### config.mk
export PLATFORM = sky130hd
export DESIGN_NAME = coreFrontEnd
export DESIGN_NICKNAME = d
export VERILOG_FILES = /design/src/hdl/isaPkg.sv /design/src/hdl/busPkg.sv /design/src/hdl/fetchUnit.sv /design/src/hdl/instBuffer.sv /design/src/hdl/operandFetch.sv /design/src/hdl/coreFrontEnd.sv
export SDC_FILE = /design/constraint.sdc
export NUM_CORES = 2
export LEC_CHECK = 0
export ABC_AREA = 1
export BUFFER_PORTS_ARGS = -buffer_cell sky130_fd_sc_hd__buf_4
export CORE_ASPECT_RATIO = 1.4
export CORE_MARGIN = 1.5
export CORE_UTILIZATION = 40
export DETAILED_ROUTE_END_ITERATION = 12
export GPL_TIMING_DRIVEN = 0
export MAX_ROUTING_LAYER = met4
export PLACE_DENSITY = 0.66
export SLEW_MARGIN = 40
export SYNTH_ARGS = -nofsm -noshare
export SYNTH_HDL_FRONTEND = slang
export SYNTH_SLANG_ARGS = --single-unit
### constraint.sdc
create_clock -name gclk -period 6.8 [get_ports gclk]
set_clock_uncertainty 0.15 [all_clocks]
set_input_delay 1.02 -clock gclk [delete_from_list [all_inputs] [get_ports gclk]]
set_output_delay 1.02 -clock gclk [all_outputs]
set_load 0.005 [all_outputs]
### src/hdl/isaPkg.sv
package isaPkg;

   // Instruction word and field widths
   localparam int instWidth    = 32;
   localparam int regAddrWidth = 5;
   localparam int opcWidth     = 6;
   localparam int immWidth     = 16;

   // Low bit of each register field
   // Opcode sits on top, then rd, ra and rb
   localparam int rdLsb = instWidth - opcWidth - regAddrWidth;
   localparam int raLsb = rdLsb - regAddrWidth;
   localparam int rbLsb = raLsb - regAddrWidth;

   // IMM prefix carries the high half of the next immediate
   localparam logic [opcWidth-1:0] opcImm = 6'o54;

   // Return from subroutine
   localparam logic [opcWidth-1:0] opcRtd = 6'o55;

   // Unconditional branch, register and immediate forms
   localparam logic [opcWidth-1:0] opcBru  = 6'o46;
   localparam logic [opcWidth-1:0] opcBruI = 6'o56;

   // Conditional branch, register and immediate forms
   localparam logic [opcWidth-1:0] opcBcc  = 6'o47;
   localparam logic [opcWidth-1:0] opcBccI = 6'o57;

   // Pieces of the interrupt trap word
   // Link register for the return address
   localparam logic [regAddrWidth-1:0] intLinkReg = 5'd14;
   // Ra field selects absolute branch with link
   localparam logic [regAddrWidth-1:0] intBrMode = 5'h0c;
   // Interrupt vector
   localparam logic [immWidth-1:0] intVector = 16'h0010;

   // Branch-and-link immediate to the vector, saving into r14
   localparam logic [instWidth-1:0] intOp = {opcBruI, intLinkReg, intBrMode, intVector};

endpackage

### src/hdl/busPkg.sv
package busPkg;

   // Instruction bus address width
   localparam int adrWidth = 32;

   // Instruction bus data width
   localparam int datWidth = 32;

   // Fetch starts here after reset
   localparam logic [adrWidth-1:0] resetPc = '0;

   // One word per fetch, byte addressed
   localparam logic [adrWidth-1:0] pcStep = 32'd4;

endpackage

### src/hdl/fetchUnit.sv
module fetchUnit
   import isaPkg::*;
   import busPkg::*;
(
   input  logic                gclk,
   input  logic                grst,
   input  logic                hold,
   output logic                wbCyc,
   output logic                wbStb,
   output logic [adrWidth-1:0] wbAdr,
   input  logic                wbAck,
   input  logic [datWidth-1:0] wbDatI,
   output logic [instWidth-1:0] instData,
   output logic                dEn
);

   // Idle is also the one-cycle gap between transfers
   typedef enum logic {
      idle,
      request
   } fetchState;

   fetchState state;
   logic [adrWidth-1:0] pc;
   logic wordTaken;

   // Read-only master, no write enable or select lines
   // Cycle and strobe move together in classic mode
   assign wbCyc = (state == request);
   assign wbStb = (state == request);
   assign wbAdr = pc;

   // Transfer ends on the ack cycle
   assign wordTaken = wbCyc & wbStb & wbAck;

   // Stage advance strobe for the whole front end
   assign dEn = wordTaken;

   // Word goes straight to the buffer in the ack cycle
   assign instData = wbDatI;

   always_ff @(posedge gclk) begin
      if (grst) begin
         state <= idle;
         pc    <= resetPc;
      end else begin
         case (state)
            idle: begin
               // Back-pressure only blocks a new start
               if (!hold) begin
                  state <= request;
               end
            end
            request: begin
               if (wordTaken) begin
                  state <= idle;
                  // Strictly sequential
                  pc <= pc + pcStep;
               end
            end
            default: begin
               state <= idle;
            end
         endcase
      end
   end

   // Master keeps the request and address until the slave acks
   property pAdrStable;
      @(posedge gclk) disable iff (grst)
         (wbStb && !wbAck) |=> (wbStb && $stable(wbAdr));
   endproperty

   aAdrStable: assert property (pAdrStable)
      else $error("wbAdr or wbStb changed before wbAck");

endmodule

### src/hdl/instBuffer.sv
module instBuffer
   import isaPkg::*;
(
   input  logic                    gclk,
   input  logic                    grst,
   input  logic                    dEn,
   input  logic [instWidth-1:0]    instData,
   input  logic                    msrIe,
   input  logic                    intReq,
   output logic [regAddrWidth-1:0] regfRa,
   output logic [regAddrWidth-1:0] regfRb,
   output logic [regAddrWidth-1:0] regfRd,
   output logic [instWidth-1:0]    instWord,
   output logic [opcWidth-1:0]     opcode,
   output logic [regAddrWidth-1:0] rd,
   output logic [regAddrWidth-1:0] ra,
   output logic [regAddrWidth-1:0] rb,
   output logic [immWidth-1:0]     imm,
   output logic [instWidth-1:0]    simm,
   output logic                    issueValid
);

   logic [1:0] intSync;
   logic intPrev;
   logic intShot;
   logic intLatch;
   logic prevImm;
   logic prevRtd;
   logic prevBru;
   logic prevBcc;
   logic injectOk;
   logic injectNow;
   logic [instWidth-1:0] nextWord;
   logic [instWidth-1:0] nextSimm;

   // Two-stage sampler of the async request, only while enabled
   // Shot fires once per request after two high samples
   assign intShot = intSync[1] & intSync[0] & ~intPrev;

   always_ff @(posedge gclk) begin
      if (grst) begin
         intSync  <= '0;
         intPrev  <= 1'b0;
         intLatch <= 1'b0;
      end else begin
         intSync <= msrIe ? {intSync[0], intReq} : 2'b00;
         intPrev <= intSync[1] & intSync[0];
         // Cleared by the issue of the trap word
         if (injectNow) begin
            intLatch <= 1'b0;
         end else begin
            intLatch <= (intLatch | intShot) & msrIe;
         end
      end
   end

   // Last issued opcode needs its following word untouched
   assign prevImm = (opcode == opcImm);
   assign prevRtd = (opcode == opcRtd);
   assign prevBru = (opcode == opcBru) | (opcode == opcBruI);
   assign prevBcc = (opcode == opcBcc) | (opcode == opcBccI);
   assign injectOk = ~(prevImm | prevRtd | prevBru | prevBcc);
   assign injectNow = dEn & intLatch & injectOk;

   // Trap word takes the slot of the fetched word
   assign nextWord = (intLatch && injectOk) ? intOp : instData;

   // Sign extension, or prefix high half over the new low half
   assign nextSimm = prevImm ?
      {imm, nextWord[immWidth-1:0]} :
      {{(instWidth - immWidth){nextWord[immWidth-1]}}, nextWord[immWidth-1:0]};

   // Register file addresses from the word being accepted
   assign regfRd = nextWord[rdLsb +: regAddrWidth];
   assign regfRa = nextWord[raLsb +: regAddrWidth];
   assign regfRb = nextWord[rbLsb +: regAddrWidth];

   // rb is the top of the immediate field
   assign rb = imm[immWidth-1 -: regAddrWidth];

   always_ff @(posedge gclk) begin
      if (grst) begin
         instWord   <= '0;
         opcode     <= '0;
         rd         <= '0;
         ra         <= '0;
         imm        <= '0;
         simm       <= '0;
         issueValid <= 1'b0;
      end else begin
         // One cycle after each accepted word
         issueValid <= dEn;
         if (dEn) begin
            instWord <= nextWord;
            opcode   <= nextWord[instWidth-1 -: opcWidth];
            rd       <= nextWord[rdLsb +: regAddrWidth];
            ra       <= nextWord[raLsb +: regAddrWidth];
            imm      <= nextWord[immWidth-1:0];
            simm     <= nextSimm;
         end
      end
   end

   // Pending interrupt is consumed by the first allowed slot
   // That slot carries the trap word out
   aLatchConsumed: assert property (@(posedge gclk) disable iff (grst)
      (dEn && intLatch && injectOk) |=> (!intLatch && instWord == intOp))
      else $error("injection slot kept the latch or issued no trap word");

endmodule

### src/hdl/operandFetch.sv
module operandFetch
   import isaPkg::*;
(
   input  logic                    gclk,
   input  logic                    grst,
   input  logic                    dEn,
   input  logic [regAddrWidth-1:0] regfRa,
   input  logic [regAddrWidth-1:0] regfRb,
   input  logic [regAddrWidth-1:0] regfRd,
   input  logic                    wrEn,
   input  logic [regAddrWidth-1:0] wrAddr,
   input  logic [instWidth-1:0]    wrData,
   output logic [instWidth-1:0]    opA,
   output logic [instWidth-1:0]    opB,
   output logic [instWidth-1:0]    opD
);

   localparam int regCount = 2 ** regAddrWidth;

   // Machine word is one instruction wide
   logic [instWidth-1:0] regFile [regCount];

   // r0 is hardwired to zero on every read port
   function automatic logic [instWidth-1:0] readReg(input logic [regAddrWidth-1:0] addr);
      logic [instWidth-1:0] value;
      if (addr == '0) begin
         value = '0;
      end else begin
         value = regFile[addr];
      end
      return value;
   endfunction

   // Single write port from writeback
   // r0 never written
   always_ff @(posedge gclk) begin
      if (wrEn && (wrAddr != '0)) begin
         regFile[wrAddr] <= wrData;
      end
   end

   // Operands advance with the buffer outputs
   // Same-cycle write is not forwarded, old value is read
   always_ff @(posedge gclk) begin
      if (grst) begin
         opA <= '0;
         opB <= '0;
         opD <= '0;
      end else if (dEn) begin
         opA <= readReg(regfRa);
         opB <= readReg(regfRb);
         opD <= readReg(regfRd);
      end
   end

   // Write to index 0 is dropped
   aZeroKept: assert property (@(posedge gclk) disable iff (grst)
      (wrEn && wrAddr == '0) |=> (regFile[0] === $past(regFile[0])))
      else $error("write to r0 changed register 0");

endmodule

### src/hdl/coreFrontEnd.sv
module coreFrontEnd
   import isaPkg::*;
   import busPkg::*;
(
   input  logic                    gclk,
   input  logic                    grst,
   input  logic                    hold,
   // Wishbone instruction bus
   output logic                    wbCyc,
   output logic                    wbStb,
   output logic [adrWidth-1:0]     wbAdr,
   input  logic                    wbAck,
   input  logic [datWidth-1:0]     wbDatI,
   // Interrupt
   input  logic                    msrIe,
   input  logic                    intReq,
   // Register file write port
   input  logic                    wrEn,
   input  logic [regAddrWidth-1:0] wrAddr,
   input  logic [instWidth-1:0]    wrData,
   // Issued instruction
   output logic [instWidth-1:0]    instWord,
   output logic [opcWidth-1:0]     opcode,
   output logic [regAddrWidth-1:0] rd,
   output logic [regAddrWidth-1:0] ra,
   output logic [regAddrWidth-1:0] rb,
   output logic [immWidth-1:0]     imm,
   output logic [instWidth-1:0]    simm,
   output logic                    issueValid,
   // Operands
   output logic [instWidth-1:0]    opA,
   output logic [instWidth-1:0]    opB,
   output logic [instWidth-1:0]    opD
);

   logic [instWidth-1:0] instData;
   logic dEn;
   logic [regAddrWidth-1:0] regfRa;
   logic [regAddrWidth-1:0] regfRb;
   logic [regAddrWidth-1:0] regfRd;

   // Fetch stage
   fetchUnit u_fetchUnit (
      .gclk     (gclk),
      .grst     (grst),
      .hold     (hold),
      .wbCyc    (wbCyc),
      .wbStb    (wbStb),
      .wbAdr    (wbAdr),
      .wbAck    (wbAck),
      .wbDatI   (wbDatI),
      .instData (instData),
      .dEn      (dEn)
   );

   // Buffer stage, interrupt injection and decode
   instBuffer u_instBuffer (
      .gclk       (gclk),
      .grst       (grst),
      .dEn        (dEn),
      .instData   (instData),
      .msrIe      (msrIe),
      .intReq     (intReq),
      .regfRa     (regfRa),
      .regfRb     (regfRb),
      .regfRd     (regfRd),
      .instWord   (instWord),
      .opcode     (opcode),
      .rd         (rd),
      .ra         (ra),
      .rb         (rb),
      .imm        (imm),
      .simm       (simm),
      .issueValid (issueValid)
   );

   // Operand stage
   operandFetch u_operandFetch (
      .gclk   (gclk),
      .grst   (grst),
      .dEn    (dEn),
      .regfRa (regfRa),
      .regfRb (regfRb),
      .regfRd (regfRd),
      .wrEn   (wrEn),
      .wrAddr (wrAddr),
      .wrData (wrData),
      .opA    (opA),
      .opB    (opB),
      .opD    (opD)
   );

endmodule

==> results.cfg, run 1 <==
[clock_network]
post_cts_buffers = 0
cts-resized-gates = 0
numCtsBuffers = 135
htree_num_levels = 4
clockBufferDepth = 3
clock-sinks = 1204
cts-root-buf = clkbuf_16
hold_buffers = 0

[logic_synthesis]
synth_top_flop_cell = edfxtp_1
syn-cell-area_um2 = 69700
synth_top_area_cell = edfxtp_1
synth_seq_cells = 1204
yosys_warnings = 0
synth_simple_gate_area_share_pct = 41.0
ys_types = 41
synth-edff-count = 1024
synth_top_family_by_area = simple AND/OR/NAND/NOR gates
synth_mux_area_share_pct = 0
synthCells = 9078
synthArstFlopShare_pct = 0
synth_seq_area_share_pct = 49.3
synth_fa_ha_area_share_pct = 0.0180
synth_top_area_share_pct = 44.1
synth_area_leaders = edfxtp_1, nand3_1, nand2_1
synth_compound_area_share_pct = 2.71
synth.avg_cell_area_um2 = 7.68
synth_xor_area_share_pct = 0.126

[placement]
post-place-ws_ns = 1.89
gp_congestion = 1.25
dp_hpwl_mm = 431
port_buffers = 301

[grt]
track_usage_pct = 67.5
grt_pass1_vias = 82500
grt_max_degree = 33
grt_overflow = 7
grt_pass1_wl_mm = 776

[floorplan]
fp.dieW_um = 356
pin_count = 308
die_h_um = 497
start_util_pct = 40.2
rows = 181

[status]
status = stopped before the end
haltStage = global routing
tool.error = [ERROR GRT-0116] Global routing finished with congestion. Check the congestion regions in the DRC Viewer.
[cells by family after synthesis]
kind of cell,after synthesis
and+or+nand+nor,6516
DFF,1204
buffers and inverters,1064
AOI/OAI and AO/OA,282
xor gates and xnor gates,10
adders and majority gates,1
other,1
[synthesized netlist by cell type (2+ instances only)]
| library cell | number |
|---|---|
| nor3_1 | 20 |
| xor2_1 | 5 |
| a211oi_1 | 2 |
| a31oi_1 | 34 |
| nand2_1 | 2978 |
| nor2_1 | 311 |
| o2111ai_1 | 76 |
| o211ai_1 | 21 |
| buf_1 | 85 |
| nor4_1 | 2 |
| edfxtp_1 | 1024 |
| nand4_1 | 27 |
| a32o_1 | 11 |
| o21ai_0 | 67 |
| buf_4 | 114 |
| a22o_1 | 2 |
| nand3b_1 | 12 |
| nand3_1 | 3141 |
| inv_2 | 10 |
| nor2_2 | 4 |
| nand2_2 | 6 |
| buf_6 | 4 |
| and3_1 | 10 |
| xnor2_1 | 5 |
| clkbuf_1 | 392 |
| inv_1 | 227 |
| a21oi_1 | 61 |
| nor3b_1 | 3 |
| dfxtp_1 | 180 |
| o31ai_1 | 2 |
| buf_2 | 232 |
[layer usage]
layer	GRT usage [%]	overflow
met5	-	-
met3	46.0	0
met4	62.1	5
met1	68.3	0
met2	85.0	2
[stage by stage]
stage | setup TNS (ns) | area [µm²] | instances | utilization (%) | hold WS [ns]
2_1_floorplan | 0 | 69800 | 9111 | - | 0.266
3_3_place_gp | -410.64 | 74900 | 11700 | 43.2 | 0.279
3_5_place_dp | 0 | 78300 | 11900 | 45.2 | 0.292
4_1_cts | 0 | 82800 | 12100 | 47.8 | 0.193
==> inputs of run 2 (changes only) <==
--- a/config.mk
+++ b/config.mk
@@ -7,13 +7,11 @@
 export LEC_CHECK = 0
 export ABC_AREA = 1
 export BUFFER_PORTS_ARGS = -buffer_cell sky130_fd_sc_hd__buf_4
-export CORE_ASPECT_RATIO = 1.4
 export CORE_MARGIN = 1.5
-export CORE_UTILIZATION = 40
+export CORE_UTILIZATION = 25
 export DETAILED_ROUTE_END_ITERATION = 12
 export GPL_TIMING_DRIVEN = 0
-export MAX_ROUTING_LAYER = met4
-export PLACE_DENSITY = 0.66
+export PLACE_DENSITY_LB_ADDON = 0.15
 export SLEW_MARGIN = 40
 export SYNTH_ARGS = -nofsm -noshare
 export SYNTH_HDL_FRONTEND = slang
==> run 2 against run 1 <==
  * The flow now finishes without violations
  * Synthesized cell count unchanged
  * Area after synthesis unchanged
==> results.cfg, run 2 <==
[logic_synthesis]
synth_top_area_share_pct = 44.1
synth_seq_cells = 1204
synth_commonest_cells = nand3_1, nand2_1, edfxtp_1
synth-edff-count = 1024
synth.avg_cell_area_um2 = 7.68
yosys_warnings = 0
syn-cell-area_um2 = 69700
synth.most_common_cell = nand3_1
synthArstFlopShare_pct = 0
ys_types = 41
synth_top_flop_cell = edfxtp_1
synthCells = 9078
synth_seq_area_share_pct = 49.3
synth_top_area_cell = edfxtp_1
synth_area_leaders = edfxtp_1, nand3_1, nand2_1

[final_layout]
multi_input_comb_area_um2 = 31000
n_fill_cell = 29500
area_growth_pct = 25.3
layout_commonest_cell = nand3_1
regArea_um2 = 34400
fin_nets = 9884
final_layout_size_suffix_gt1_share_pct = 15.3
largest_reg_flops = 1024
layout.cells.non_filler = 13700
final_cell_mix = nand3_1, nand2_1, edfxtp_1
top_register = u_operandFetch.regFile

[floorplan]
start_util_pct = 25.2
die_h_um = 531
fp.dieW_um = 531
core-area_um2 = 277000
pin_count = 308
dieArea_um2 = 282000
rows = 193

[critical_path]
crit_type = register to register
arrival_ns = 5.71
crit_path_end_kind = register
crit_path_max_fanout = 10
r2r_start = u_instBuffer.opcode[5]
r2r_end = u_operandFetch.opA[23]
ff2ff_setup_slack_ns = 1.78
worst_ep_required_time_ns = 7.48
reg2reg_depth = 15
cp-start-kind = register

[grt]
antenna_found_initial = 94
grt_max_degree = 33
grt_pass1_vias = 72300
track_usage_pct = 44.5
grt_pass1_wl_mm = 802
grt_overflow = 0

[clock_network]
numCtsBuffers = 167
hold_buffers = 0
post_cts_buffers = 0
cts_tree = built
cts-resized-gates = 0
htree_num_levels = 4
clkTransAtPathRegs_ns = 0.06
clock-sinks = 1204
clkLatencyLatePin_ns = 0.91
clockBufferDepth = 4
cts-root-buf = clkbuf_16

[routing]
drt_iter0_markers = 15600
num_vias = 83000
drc = 0
wl_per_cell_um = 47.3
viasPerCell = 6.06
dr.pass1.iters = 10
routed_wirelength_mm = 647
drtAntennaViolNets = 0

[power]
power.density_nw_per_um2 = 252
leakage_nw = 36.0
p_clk_share_pct = 43.6
power_switching_mw = 7.33
irDropWorstVdd_mv = 0.186
comb_power_share_pct = 18.8
pwr-share-seq_pct = 37.7
switching_share_pct = 33.3
power_mw = 22.0
intPower_mw = 14.7

[timing]
holdWs_ns = 0.209
tightest_slew_ns = 1.01
min_period_ns = 5.02
fin_setup_tns_ns = 0
post-route-period-util_pct = 73.9
rsz0062_at_grt = no
setup_viol = 0
slew_violations = 0
slew_headroom_pct = 32.7
fmax_ghz = 0.199
hold_viol_final = 0

[status]
status = finished, final reports clean

[job]
max_cap_violations = 0

[hold_path]
min_to = u_fetchUnit.wbCyc
min_path_cells = 2
hp-class = input port to register
hp-start = hold

[placement]
gp_congestion = 1.05
dp_hpwl_mm = 510
port_buffers = 301
place_inst = 13300
run 2: cell counts after synthesis:
Identical to the previous run, type by type.
run 2: final cells by class:
cell class	instances	area share (%)
Clock buffer	216	5.25
Timing Repair Buffer	527	7.32
Buffer	827	4.94
Tap cell	3705	5.31
Sequential cell	1204	39.3
Clock inverter	89	1.24
Antenna cell	42	0.120
Multi-Input combinational cell	6843	35.5
Inverter	237	1.02
run 2: critical path: stages (launching register included):
cell and delay, ns:
dfxtp_1 0.41, nand2_1 0.09, nor2_2 0.22, nand2_2 0.12
nand2_4 0.23, buf_6 0.26, nand2_2 0.36, inv_2 0.44
buf_2 0.80, buf_2 0.64, nand3_1 0.16, nand3_1 0.49
nand2_1 0.11, nand2_1 0.07, nand3_1 0.23, nand2_1 0.12
run 2: through the flow:
stage,util (%),setup WS (ns),area [µm²]
6_report,31.5,1.78,87300
2_1_floorplan,-,2.54,69800
3_3_place_gp,27.7,-3.02,76700
3_5_place_dp,29.4,1.90,81500
5_1_grt,31.5,1.95,87200
4_1_cts,31.5,2.01,87100
run 2: worst max-delay path by stage:
stage / slack (ns) / cells after the start / start / to
2_1_floorplan: 2.54 / 3 / wrEn / u_operandFetch.regFile[24][0]
3_3_place_gp: -3.02 / 4 / wrAddr[0] / u_operandFetch.regFile[2][2]
3_5_place_dp: 1.90 / 13 / wbDatI[16] / u_operandFetch.opA[23]
4_1_cts: 2.01 / 15 / u_instBuffer.opcode[5] / u_operandFetch.opA[23]
5_1_grt: 1.95 / 15 / u_instBuffer.opcode[5] / u_operandFetch.opA[6]
6_report: 1.78 / 15 / u_instBuffer.opcode[5] / u_operandFetch.opA[23]
run 2: cell families after synthesis:
family | Yosys count | synth area share, %
compound gates | 282 | 2.71
other cells | 1 | 0.00538
xor+xnor | 10 | 0.126
flops | 1204 | 49.3
fa+ha+maj | 1 | 0.0179
simple gates | 6516 | 41.0
buf+inv | 1064 | 6.80
run 2: metal layers:
layer	vias to the layer above	global-route usage (%)	routed length (µm)
li1	32800	-	-
met2	7135	61.9	257000
met5	-	0	143
met4	20	38.1	66600
met1	41600	56.9	252000
met3	1453	11.6	72300
run 2: power groups by stage:
stage               clock network [mW]  logic [mW]  registers (mW)
detailed placement                   0        3.86            8.43
global placement                     0        3.67            8.44
finish                            9.58        4.12            8.28
global route                      9.82        4.03            8.28
CTS                               9.63        3.87            8.27
floorplan                            0        1.38            8.38
Note: power is estimated with default switching activity, not from simulation.
